<file path="src/fetch_pkg.sv">
package fetch_pkg;

    // ******************************
    // widths and sizes
    // ******************************
    localparam int addr_w    = 32;
    localparam int rom_depth = 256;
    localparam int rom_aw    = 8;

    // opcodes seen by the predecoder.
    localparam logic [5:0] op_j   = 6'b000010;
    localparam logic [5:0] op_beq = 6'b000100;

    // bus size code for one full word.
    localparam logic [1:0] size_word = 2'b10;

    // nonzero start value for the memory delay generator.
    localparam logic [7:0] lfsr_seed = 8'hb5;

    // fetch fsm encoding.
    localparam logic [1:0] st_idle = 2'b00;
    localparam logic [1:0] st_hdsk = 2'b01;
    localparam logic [1:0] st_wait = 2'b10;
    localparam logic [1:0] st_recv = 2'b11;

    // memory side fsm encoding.
    localparam logic [1:0] rom_idle = 2'b00;
    localparam logic [1:0] rom_addr = 2'b01;
    localparam logic [1:0] rom_data = 2'b10;

    // ******************************
    // types
    // ******************************
    typedef union packed {
        struct packed {
            logic [5:0]  opcode;
            logic [4:0]  rs;
            logic [4:0]  rt;
            logic [15:0] imm;
        } i_fmt;
        struct packed {
            logic [5:0]  opcode;
            logic [25:0] target;
        } j_fmt;
    } instr_u;

    // one completed fetch.
    typedef struct packed {
        logic [addr_w-1:0] pc;
        instr_u            instr;
    } fetch_t;

    // request half of the bus, no write data on this path.
    typedef struct packed {
        logic              req;
        logic              wr;
        logic [1:0]        size;
        logic [addr_w-1:0] addr;
    } bus_req_t;

endpackage

</file>
<file path="src/inst_sram.sv">
`timescale 1ns/100ps

module inst_sram (
    input  logic                         clk,
    input  logic                         rst,
    input  logic                         is_newPC,
    input  logic [fetch_pkg::addr_w-1:0] PC,
    output fetch_pkg::bus_req_t          bus,
    input  logic [fetch_pkg::addr_w-1:0] rdata,
    input  logic                         addr_ok,
    input  logic                         data_ok,
    output logic                         stall,
    output logic                         fetch_valid,
    output fetch_pkg::fetch_t            result
);
    import fetch_pkg::*;

    logic [1:0]        state_q;
    logic [1:0]        state_d;
    logic [addr_w-1:0] addr_q;
    logic [addr_w-1:0] pc_q;
    logic              accept;

    assign accept = bus.req && addr_ok;

    // address kept for the handshake state.
    always_ff @(posedge clk) begin
        if (is_newPC) begin
            addr_q <= PC;
        end
    end

    // pc of the accepted request, paired with rdata later.
    always_ff @(posedge clk) begin
        if (accept) begin
            pc_q <= bus.addr;
        end
    end

    // ******************************
    // state machine
    // ******************************
    always_ff @(posedge clk) begin
        if (rst) begin
            state_q <= st_idle;
        end else begin
            state_q <= state_d;
        end
    end

    always_comb begin
        state_d = state_q;
        case (state_q)
            st_idle: begin
                if (is_newPC) begin
                    state_d = addr_ok ? st_wait : st_hdsk;
                end
            end
            st_hdsk: begin
                if (addr_ok) begin
                    state_d = st_wait;
                end
            end
            st_wait: begin
                if (data_ok) begin
                    state_d = st_idle;
                end
            end
            // never entered.
            st_recv: state_d = st_idle;
            default: state_d = st_idle;
        endcase
    end

    // request is combinational in idle so it leaves with the strobe.
    always_comb begin
        bus.req     = 1'b0;
        bus.wr      = 1'b0;
        bus.size    = size_word;
        bus.addr    = '0;
        stall       = 1'b0;
        fetch_valid = 1'b0;
        case (state_q)
            st_idle: begin
                if (is_newPC) begin
                    bus.req  = 1'b1;
                    bus.addr = PC;
                    stall    = 1'b1;
                end
            end
            st_hdsk: begin
                bus.req  = 1'b1;
                bus.addr = addr_q;
                stall    = 1'b1;
            end
            st_wait: begin
                stall       = !data_ok;
                fetch_valid = data_ok;
            end
            default: begin
                stall = 1'b0;
            end
        endcase
    end

    assign result = '{pc: pc_q, instr: rdata};

    // ******************************
    // checks
    // ******************************
    a_req_held: assert property (
        @(posedge clk) disable iff (rst)
        (bus.req && !addr_ok) |=> (bus.req && $stable(bus.addr))
    );

    a_no_data_in_idle: assert property (
        @(posedge clk) disable iff (rst)
        (state_q == st_idle) |-> !data_ok
    );

    a_word_aligned: assert property (
        @(posedge clk) disable iff (rst)
        bus.req |-> (bus.addr[1:0] == 2'b00)
    );

endmodule

</file>
<file path="config.mk">
export PLATFORM = sky130hd
export DESIGN_NAME = inst_sram
export DESIGN_NICKNAME = d
export VERILOG_FILES = /design/src/fetch_pkg.sv /design/src/inst_sram.sv
export SDC_FILE = /design/constraint.sdc
export NUM_CORES = 1
export LEC_CHECK = 0
export ABC_AREA = 1
export BUFFER_PORTS_ARGS = -buffer_cell sky130_fd_sc_hd__buf_2
export CORE_MARGIN = 2
export CORE_UTILIZATION = 44
export DETAILED_ROUTE_END_ITERATION = 16
export PLACE_DENSITY = 0.88
export REMOVE_ABC_BUFFERS = 1
export SYNTH_ARGS = -nofsm -noshare
export SYNTH_HDL_FRONTEND = slang
export SYNTH_SLANG_ARGS = --single-unit
</file>
<file path="constraint.sdc">
create_clock -name clk -period 4.9 [get_ports clk]
set_input_delay 0.49 -clock clk [delete_from_list [all_inputs] [get_ports clk]]
set_output_delay 0.49 -clock clk [all_outputs]
set_load 0.01 [all_outputs]
</file>
==> impl_results.md <==
- Final antenna-violating net count: 0
- CP delay by family, top: buffers and inverters
- Setup violators final: 0
- Worst Tran Pin Value: 767.5 ps
- Die H: 82.81 um
- R2r setup slk: 3010 ps
- Area Growth Syn to Fin: 17.17%
- Post-route cell area: 3202 um^2
- Final Max Tran Viols: 0
- Clk_skew: 7.574 ps
- First-pass GRT wire length: 8797 um
- Period utilisation layout: 59.75%
- H-tree Lvls: 3
- Metal1 wirelength: 2409 um
- Slew HR: 48.83%
- Warnings, synthesis: 0
- RSZ-0062 raised after global routing: no
- DR WL met2: 2542 um
- Multi-input gate area: 444.2 um^2
- Layout fillers: 530
- Die Wd: 82.81 um
- Post-CTS sizing: 0
- CP cell instances: buf_2, nor3b_4, buf_4, nand2_1, nand2_1, buf_2
- Starting Density: 45.88%
- Worst path arrival time: 2440 ps
- Max-cap violations: 0
- Vias in the first global route: 1714
- Yosys reg bits: 66
- Synth Instances: 221
- WP depth: 6
- DR pass1 iterations: 4
- # Post-CTS Setup Buffers: 0
- Buf/Inv on CP: 3
- Root buf cell: clkbuf_8
- Antenna cells: 0
- Clk_lat worst skew: 320 ps
- Core Box Area: 5956 um^2
- CP Launch Type: input port
- Asr flop ratio synth: 0%
- Met3 WL post-DR: 840 um
- Hold Buf Count CTS: 0
- Largest net degree at the start of global routing: 35
- CTS tree: done
- Pleak: 1.503 nW
- Drt wl/cell: 15.57 um
- DR iter-0 viols: 105
- Worst reg2reg path depth: 5
- Share of layout cells above drive strength 1: 40.73%
- Top cell type's share of synthesized area: 70.33%
- DRC viols: 0
- Final Core Density: 53.76%
- GRT overflow: 0
- Top post-synthesis cells by area: edfxtp_1 (70%), nand2_1 (13%), buf_4 (9.6%)
- Num Clock Sinks: 66
- Worst Hold Depth: 2
- Most frequent cell after synthesis: nand2_1
- Peak Freq: 341.6 MHz
- Std cell rows: 28
- Crit-path slowest cell: nor3b_4
- Placer Congestion: 0.6989
- Tmin final: 2928 ps
- EDFF count, synth: 64
- Top cell type by total area after synthesis: edfxtp_1
- GRT Resource Usage Total: 16.71%
- Final #Nets: 366
- Critical Path Max Stage Delay: 640 ps
- Final WL: 5869 um
- Status: complete, no violations
- Top FF cell, synth: edfxtp_1
- HPWL Detailed: 4240 um
- Seq/Total Area, Yosys: 71.79%
- Max Fanout on Critical Path: 34
- Syn Area/Cell: 12.36 um^2
- Post-synth top cells: nand2_1 (97), edfxtp_1 (64), buf_4 (35)
- CTS buffer count: 9
- Sequential cell area: 1962 um^2
- Vias/cell: 4.682
- CP required: 4410 ps
- Worst hold path type: in2reg
- Fin. Hold Viols: 0
- Clock slew at reported path FFs: 60 ps
- Initial antenna violation count: 0
- Clk buf depth: 2
- Cell variety after synth: 14
- Crit path kind: in2out
- # IOs: 171
- Via count: 1765
- Peak VDD IR: 194.3 uV
- Placed Area: 3049 um^2
- Port bufs: 103
- TNS Setup: 0 ps
- Max layer used: met5
- Mapped Area: 2733 um^2
- CP Capture Type: output pin
- DIE AREA: 6857 um^2
- PwrDens: 368.3 nW/um^2
==> cell families after synthesis <==
| logic type | after synthesis | synth area share [%] |
|---|---|---|
| AO/OA/AOI/OAI | 1 | 0.1830 |
| buffers and inverters | 46 | 12.09 |
| flip-flops | 66 | 71.79 |
| other | 2 | 0.2748 |
| AND/OR/NAND/NOR | 106 | 15.66 |
==> cell usage in the layout (no fill, tap or decap), drive strengths merged <==
master	synthesis	layout
buf	41	105
nand2	102	102
edfxtp	64	64
clkbuf	0	11
inv	5	5
clkinv	0	5
conb	2	3
nor3	2	2
dfxtp	2	2
nor3b	1	1
nor2	1	1
a21oi	1	1
==> layout make-up <==
class	instances	area share, %
Timing Repair Buffer	105	16.57
Inverter	5	0.5862
Tap cell	75	2.931
Multi-Input combinational cell	110	13.87
Clock inverter	5	0.6643
Sequential cell	66	61.27
Clock buffer	11	4.103
==> state kept, by name, indices dropped and copies added, names as in the netlist <==
name	flops
pc_q	32
addr_q	32
state_q	2
==> worst register-to-register path: cells and delay by family, from the launching register on <==
family	cells	cell delay, ps
DFF	1	440
and+or+nand+nor	3	320
buffers and inverters	2	790
==> layer usage <==
metal	GRT usage, %	vias to the layer above
li1	-	839
met1	20.00	784
met2	22.80	132
met3	11.73	8
met4	6.259	2
met5	7.576	-
==> metrics by stage <==
step | setup slack, ps | total power [W] | hold slack, ps | instances
finish | 1972 | 0.001179 | 348.3 | 377
global route | 1794 | 0.001236 | 330.1 | 377
CTS | 1923 | 0.001196 | 322.7 | 377
detailed placement | 1922 | 0.0008326 | 527.2 | 361
global placement | 2060 | 0.0008261 | 522.2 | 361
floorplan | 2940 | 0.0007535 | 559.1 | 181
==> report_power, final <==
group / leakage (nW) / internal [W] / total (W) / switching [W]
sequential: 0.638 / 0.000667 / 0.000677 / 0.00000993
clock: 0.0796 / 0.000177 / 0.000362 / 0.000185
combinational: 0.786 / 0.0000503 / 0.000140 / 0.0000897
==> final timing paths <==
path / start / endpoint
worst max-delay path: is_newPC / bus[9]
worst min-delay path: addr_ok / state_q[0]$_SDFFE_PP0P_
worst max register to register: state_q[0]$_SDFFE_PP0P_ / pc_q[24]$_DFFE_PP_
worst min register to register: addr_q[15]$_DFFE_PP_ / pc_q[15]$_DFFE_PP_
(Power assumes the default switching activity.)
