<file path="config.mk">
export PLATFORM = sky130hd
export DESIGN_NAME = fetch_pc_gen
export DESIGN_NICKNAME = d
export VERILOG_FILES = /design/src/fetch_pkg.sv /design/src/fetch_pc_gen.sv
export SDC_FILE = /design/constraint.sdc
export NUM_CORES = 1
export LEC_CHECK = 0
export BUFFER_PORTS_ARGS = -buffer_cell sky130_fd_sc_hd__clkbuf_2
export CAP_MARGIN = 30
export CORE_MARGIN = 4
export CORE_UTILIZATION = 49
export DETAILED_ROUTE_END_ITERATION = 8
export GPL_TIMING_DRIVEN = 0
export PLACE_DENSITY = 0.8
export RECOVER_POWER = 25
export SLEW_MARGIN = 10
export SYNTH_ARGS = -nofsm -noshare
export SYNTH_HDL_FRONTEND = slang
export SYNTH_SLANG_ARGS = --single-unit
</file>
<file path="constraint.sdc">
create_clock -name clk -period 3.7 [get_ports clk]
set_input_delay 0.555 -clock clk [delete_from_list [all_inputs] [get_ports clk]]
set_output_delay 0.555 -clock clk [all_outputs]
set_load 0.01 [all_outputs]
</file>
<file path="src/fetch_pkg.sv">
package fetch_pkg;

    // ******************************
    // widths and sizes
    // ******************************
    localparam int addr_w    = 32;
    localparam int rom_depth = 256;
    localparam int rom_aw    = 8;

    // opcodes seen by the predecoder.
    localparam logic [5:0] op_j   = 6'b000010;
    localparam logic [5:0] op_beq = 6'b000100;

    // bus size code for one full word.
    localparam logic [1:0] size_word = 2'b10;

    // nonzero start value for the memory delay generator.
    localparam logic [7:0] lfsr_seed = 8'hb5;

    // fetch fsm encoding.
    localparam logic [1:0] st_idle = 2'b00;
    localparam logic [1:0] st_hdsk = 2'b01;
    localparam logic [1:0] st_wait = 2'b10;
    localparam logic [1:0] st_recv = 2'b11;

    // memory side fsm encoding.
    localparam logic [1:0] rom_idle = 2'b00;
    localparam logic [1:0] rom_addr = 2'b01;
    localparam logic [1:0] rom_data = 2'b10;

    // ******************************
    // types
    // ******************************
    typedef union packed {
        struct packed {
            logic [5:0]  opcode;
            logic [4:0]  rs;
            logic [4:0]  rt;
            logic [15:0] imm;
        } i_fmt;
        struct packed {
            logic [5:0]  opcode;
            logic [25:0] target;
        } j_fmt;
    } instr_u;

    // one completed fetch.
    typedef struct packed {
        logic [addr_w-1:0] pc;
        instr_u            instr;
    } fetch_t;

    // request half of the bus, no write data on this path.
    typedef struct packed {
        logic              req;
        logic              wr;
        logic [1:0]        size;
        logic [addr_w-1:0] addr;
    } bus_req_t;

endpackage

</file>
<file path="src/fetch_pc_gen.sv">
`timescale 1ns/100ps

module fetch_pc_gen (
    input  logic                         clk,
    input  logic                         rst,
    input  logic                         hold,
    input  logic                         stall,
    input  logic                         fetch_valid,
    input  fetch_pkg::fetch_t            result,
    output logic                         is_newPC,
    output logic [fetch_pkg::addr_w-1:0] PC
);
    import fetch_pkg::*;

    logic [addr_w-1:0] pc_q;
    logic [addr_w-1:0] pc_plus4;
    logic [addr_w-1:0] br_off;
    logic [addr_w-1:0] next_pc;
    logic              busy_q;
    logic              is_j;
    logic              is_beq_taken;
    instr_u            word;

    // ******************************
    // next pc predecode
    // ******************************
    assign word     = result.instr;
    assign pc_plus4 = pc_q + 32'd4;

    // sign extended word offset.
    assign br_off = {{14{word.i_fmt.imm[15]}}, word.i_fmt.imm, 2'b00};

    assign is_j = (word.j_fmt.opcode == op_j);

    // taken only when both register numbers match.
    assign is_beq_taken = (word.i_fmt.opcode == op_beq) &&
                          (word.i_fmt.rs == word.i_fmt.rt);

    always_comb begin
        if (is_j) begin
            next_pc = {pc_plus4[31:28], word.j_fmt.target, 2'b00};
        end else if (is_beq_taken) begin
            next_pc = pc_plus4 + br_off;
        end else begin
            next_pc = pc_plus4;
        end
    end

    // ******************************
    // pc and strobe
    // ******************************
    always_ff @(posedge clk) begin
        if (rst) begin
            pc_q <= '0;
        end else if (fetch_valid) begin
            pc_q <= next_pc;
        end
    end

    // set while a fetch is in flight.
    always_ff @(posedge clk) begin
        if (rst) begin
            busy_q <= 1'b0;
        end else if (is_newPC) begin
            busy_q <= 1'b1;
        end else if (fetch_valid) begin
            busy_q <= 1'b0;
        end
    end

    assign is_newPC = !busy_q && !hold;
    assign PC       = pc_q;

    // a new fetch only starts once the previous one has let go of stall.
    a_no_strobe_in_stall: assert property (
        @(posedge clk) disable iff (rst)
        (!$past(rst) && is_newPC) |-> !$past(stall)
    );

endmodule

</file>
==> results of run 1 <==
worst min path at each step:
| stage | start | endpoint | slack [ns] | cells after the start |
|---|---|---|---|---|
| global route | busy_q | busy_q | 0.51 | 1 |
| finish | busy_q | busy_q | 0.48 | 1 |
| floorplan | busy_q | busy_q | 0.44 | 1 |
| global placement | busy_q | busy_q | 0.45 | 1 |
| CTS | busy_q | busy_q | 0.48 | 1 |
| detailed placement | busy_q | busy_q | 0.46 | 1 |
where the power goes:
group          switching, mW  internal, mW  total [mW]
Sequential            0.0161         0.342       0.359
Clock                  0.151         0.132       0.284
Combinational          0.202         0.155       0.357
Total                  0.369         0.630       0.999
per-layer routing:
metal	global-route usage, %	up-vias	share of wire [%]
met5	0	-	0
met4	11.7	0	3.1
met3	4.69	42	8.7
met2	47.8	264	47
met1	37.3	2154	41
li1	-	2122	-
flip-flops by register name (all words and copies together) (netlist names):
signal,count
PC,30
busy_q,1
metrics by stage:
stage	setup WS (ns)	power [mW]	hold WS (ns)	cell area (um2)	setup TNS, ns
floorplan	-0.00373	0.562	0.440	3850	-0.00373
global placement	-0.542	0.645	0.454	4300	-1.10
detailed placement	-0.601	0.656	0.462	4300	-1.24
CTS	-0.400	0.950	0.479	4680	-0.784
global route	-0.519	1.03	0.511	4910	-1.99
finish	-0.359	0.999	0.479	4910	-1.18
worst register-to-register path, cell delays in order, from the launching register on:
cell and delay, ns:
dfxtp_1 0.49, and4_1 0.28, and3_1 0.25, nand4_1 0.21, nor2_2 0.24, and2_2 0.24
xor2_1 0.20, ha_1 0.26, clkbuf_1 0.21, a31o_2 0.30, o32ai_1 0.40, a21oi_1 0.11
o21ai_2 0.20, mux2i_1 0.24, mux2_2 0.35
cell usage in the layout, fill, tap and decap left out, types with 5 or more instances in the layout:
| cell | n |
|---|---|
| clkbuf_2 | 56 |
| a211oi_1 | 10 |
| clkbuf_1 | 26 |
| nand2_1 | 65 |
| nand4_1 | 11 |
| a21oi_1 | 44 |
| inv_1 | 11 |
| o211ai_1 | 6 |
| dfxtp_1 | 24 |
| xor2_1 | 16 |
| buf_4 | 34 |
| clkbuf_8 | 5 |
| nand3_1 | 17 |
| ha_1 | 27 |
| or3_1 | 5 |
| o21ai_0 | 25 |
| a21o_1 | 16 |
| and3_1 | 6 |
| ha_4 | 6 |
| xnor2_1 | 29 |
| nor2b_1 | 6 |
| nor2_1 | 43 |
| o21ai_1 | 8 |
| a31oi_1 | 6 |
| xnor2_2 | 8 |
| a311oi_1 | 7 |
final cells by class:
type                            count  area share [%]
Inverter                           11           0.840
Tap cell                           99            2.52
Timing Repair Buffer              101            12.2
Clock inverter                      1           0.102
Sequential cell                    31            13.0
Multi-Input combinational cell    454            68.0
Clock buffer                        7            1.55
Buffer                             20            1.81
cells by family after synthesis:
group	share of synthesized area [%]
and+or+nand+nor	25.4
DFF	16.3
xor gates and xnor gates	12.9
buffers and inverters	3.43
muxes	1.09
AOI/OAI and AO/OA	28.0
adders and majority gates	12.7
other	0.0987
what timing repair did:
| action | 4_1_cts | 5_1_grt |
|---|---|---|
| gates resized for setup | 23 | 36 |
| endpoints found under the setup margin | 4 | 11 |
| setup buffers | 23 | 14 |
| pin swaps | 25 | 23 |
| hold endpoints to repair | 0 | 0 |
==> flow_summary.yaml, run 1 <==
detailed_routing:
  route.detailed.drc: 0
  ant_nets: 0
  avgViaCountPerCell: 6.33
  drtIter0Drc: 506
  num_vias: 4582
  wl_mm: 14.0
  firstDrtPassIters: 5
  wire_per_inst_um: 19.3
yosys:
  ys_top_cells_by_count: "nand2_1, nor2_1, a21oi_1"
  ys_ff_latch: 31
  synth-edff-count: 0
  synth_flop_cell: "dfxtp_1"
  syn-mean-instance-area_um2: 7.36
  synth_top_area_cell: "dfxtp_1"
  syn_area_um2: 3800
  synth_warnings: 0
  yosysMostFrequentCell: "nand2_1"
  ys_types: 63
  seq_area_frac_synth_pct: 16.3
  yosys-top-cells-area: "dfxtp_1, ha_1, xnor2_1"
  syn_inst: 516
  async_flop_share_pct: 0
  synth_top_area_share_pct: 16.3
final_layout:
  post-route-util_pct: 66.3
  fill_cells: 639
  regArea_um2: 639
  drive_gt1_share_pct: 26.2
  diodes: 0
  area_growth_pct: 29.3
  layoutNonFillerInstCount: 724
  multi_input_area_um2: 3340
  layout.nets: 731
worst_hold_path:
  hold_class: "reg2reg"
worst_setup_path:
  path_max_fanout: 9
  endpoint: "PC[31]"
  reg2reg_to: "PC[31]"
  cp-start-kind: "flip-flop"
  crit_start: "PC[18]"
  timing.rr.start: "PC[18]"
  critPathTopFamily: "simple AND/OR/NAND/NOR gates"
  worstSetupEndpointType: "flip-flop"
  crit_slowest_cell: "dfxtp_1"
  reg2regPathDepth: 14
  rrSetupSlack_ns: -0.36
  worstPathCellList: "and4_1 -> and3_1 -> nand4_1 -> nor2_2 -> and2_2 -> xor2_1 -> ha_1 -> clkbuf_1 -> a31o_2 -> o32ai_1 -> a21oi_1 -> o21ai_2 -> mux2i_1 -> mux2_2"
  cp.depth: 14
  path_buf_inv: 1
  crit_type: "reg2reg"
  crit_required_ns: 3.89
  critPathMaxStageDelay_ns: 0.49
  cp.arrival_ns: 4.25
clock_tree:
  cts_tree: "yes"
  cts_sinks: 31
  clk_latency_ns: 0.30
  path_clk_slew_ns: 0.08
  cts-root-buf: "clkbuf_8"
  holdBufCountCts: 0
  clk_path_buf_depth: 2
  numCtsBuffers: 5
  cts_htree_levels: 2
grt:
  overflow: 0
  grt_max_degree: 23
  grtUsageTotal_pct: 29.0
  grt_pass1_wl_mm: 20.7
  grt_pass1_vias: 4167
  antenna_found_initial: 0
power:
  p_per_area_nw_per_um2: 203
  ir_drop_uv: 101
  p_leak_nw: 2.15
timing:
  slew_viol_final: 0
  period_minus_slack_ns: 4.06
  slew_headroom_pct: 40.0
  fin_crit_sh_pct: 110
  tightest_slew_ns: 0.893
  finClkSkew_ns: 0.00689
  max_freq_mhz: 246
  rsz0062_at_grt: "true"
  setup_viol: 6
  hold_viol: 0
  final.setup.worst_slack_ns: -0.359
place:
  gp_congestion: 0.956
  io_buffers: 65
  placed_cells: 681
  dp_hpwl_mm: 9.78
die:
  start_util_pct: 51.3
  ios: 102
  core_area_um2: 7410
  die_h_um: 96.0
  rows: 31
  die_w_um: 96.0
  die_area_um2: 9220
run_status:
  status: "finished with violations"
  violations: "setup timing"
run:
  timing.max_cap.violations: 0
Power figures use the tool's default switching activity.
==> inputs of run 2 (changes only) <==
--- a/config.mk
+++ b/config.mk
@@ -11,7 +11,7 @@
 export CORE_UTILIZATION = 49
 export DETAILED_ROUTE_END_ITERATION = 8
 export GPL_TIMING_DRIVEN = 0
-export PLACE_DENSITY = 0.8
+export PLACE_DENSITY = 0.78
 export RECOVER_POWER = 25
 export SLEW_MARGIN = 10
 export SYNTH_ARGS = -nofsm -noshare
==> constraint.sdc (replaced) <==
create_clock -name clk -period 3.7 [get_ports clk]
set_input_delay 0 -clock clk [delete_from_list [all_inputs] [get_ports clk]]
set_output_delay 0 -clock clk [all_outputs]
set_load 0.01 [all_outputs]
==> run 2 against run 1 <==
Compared with the run above: the flow finishes with violations (hold timing, setup timing); highest routed layer unchanged; cell area down 2.2%; clock power down 1%; critical endpoint unchanged; global-route usage down 1.1 points; core utilization down 1.5 points; critical path type unchanged; fmax up 1.3%; register-to-register slack better by 0.05 ns; critical path depth up 2.
==> flow_summary.yaml, run 2 (synthesis results as in run 1) <==
worst_setup_path:
  cp-start-kind: "flip-flop"
  crit_type: "reg2reg"
  crit_required_ns: 3.90
  cp.arrival_ns: 4.21
  worstSetupEndpointType: "flip-flop"
  rrSetupSlack_ns: -0.31
  path_max_fanout: 6
die:
  core_area_um2: 7410
  rows: 31
  die_area_um2: 9220
  die_w_um: 96.0
  ios: 102
  die_h_um: 96.0
  start_util_pct: 51.3
timing:
  rsz0062_at_grt: "true"
  slew_headroom_pct: 43.5
  fin_crit_sh_pct: 108
  tightest_slew_ns: 0.844
  finClkSkew_ns: 0.00627
  setup_viol: 5
  period_minus_slack_ns: 4.01
  max_freq_mhz: 249
  hold_ws_ns: -0.00184
  final.setup.worst_slack_ns: -0.309
  hold_viol: 1
  slew_viol_final: 0
power:
  p_per_area_nw_per_um2: 203
  p_total_mw: 0.977
  p_leak_nw: 2.09
  ir_drop_uv: 125
final_layout:
  stdcell_area_um2: 4810
  final_cell_mix: "clkbuf_2, nand2_1, nor2_1"
  area_growth_pct: 26.5
  post-route-util_pct: 64.9
  final_common_cell: "clkbuf_2"
  layout.nets: 719
  largest_reg_flops: 30
  diodes: 0
  drive_gt1_share_pct: 25.3
clock_tree:
  numCtsBuffers: 5
  cts_sinks: 31
  path_clk_slew_ns: 0.08
  clk_path_buf_depth: 2
  clk_latency_ns: 0.30
  cts-root-buf: "clkbuf_8"
  cts_tree: "yes"
  cts_htree_levels: 2
run_status:
  status: "finished with violations"
  violations: "hold timing, setup timing"
grt:
  grt_pass1_wl_mm: 20.0
  overflow: 0
  grt_pass1_vias: 3925
  antenna_found_initial: 0
  grtUsageTotal_pct: 27.9
  grt_max_degree: 23
detailed_routing:
  ant_nets: 0
  firstDrtPassIters: 5
  avgViaCountPerCell: 6.29
  wl_mm: 13.3
  num_vias: 4481
  route.detailed.drc: 0
  drtIter0Drc: 388
  wire_per_inst_um: 18.7
place:
  io_buffers: 65
  gp_congestion: 0.992
  dp_hpwl_mm: 9.65
  place_area_um2: 4300
  dpl_worst_slack_ns: -0.573
run:
  timing.max_cap.violations: 0
worst_hold_path:
  hold_class: "in2reg"
## run 2: timing repair
item	CTS	global route
pin swaps	8	22
setup endpoints to repair	4	11
endpoints found under the hold margin	1	0
cloned	0	0
gates resized for setup	16	32
hold buffers	1	0
setup buffers	8	13
## run 2: path summary, 6_finish.rpt
| kind | start | end | cells after the start |
|---|---|---|---|
| worst max-delay path | PC[4] | PC[31] | 16 |
| worst min-delay path | hold | busy_q | 3 |
| worst max register to register | PC[4] | PC[31] | 16 |
| worst min register to register | busy_q | busy_q | 1 |
## run 2: report_power, final
part | switching, mW | internal [mW]
Combinational | 0.194 | 0.142
Clock | 0.153 | 0.128
Sequential | 0.0175 | 0.343
## run 2: stage by stage
step	cells	TNS, ns
3_5_place_dp	681	-1.36
2_1_floorplan	517	-0.00373
3_3_place_gp	681	-1.21
6_report	712	-0.598
4_1_cts	698	-0.813
5_1_grt	712	-1.70
## run 2: cell type report
class,instances,area [um2]
timing repair buffer,88,497
sequential,31,637
clock buffer,5,68.8
fill,636,2600
multi-input combinational,454,3330
tap,99,124
buffer,21,90.1
inverter,11,41.3
clock inverter,3,15.0
## run 2: metal layers
metal / part of all wire (%) / up-vias / track usage, % / wire (um)
met5: 0 / - / 0 / 0
met4: 4.1 / 0 / 12.0 / 549
met3: 9.9 / 40 / 4.69 / 1320
met2: 45 / 250 / 43.0 / 5960
met1: 41 / 2095 / 38.2 / 5480
li1: - / 2096 / - / -
## run 2: critical path: stages, from the launching register on
cell and delay (ns):
dfxtp_4 0.38, and4_1 0.22, and2_4 0.18, nand4_4 0.21
nor4_4 0.33, nand4_1 0.17, xnor2_1 0.18, ha_1 0.33
nand2_2 0.08, nor2_2 0.12, nor4b_4 0.22, o21ai_2 0.12
a211o_1 0.32, a2111o_1 0.39, o21ai_2 0.07, mux2i_1 0.26
mux2_4 0.32
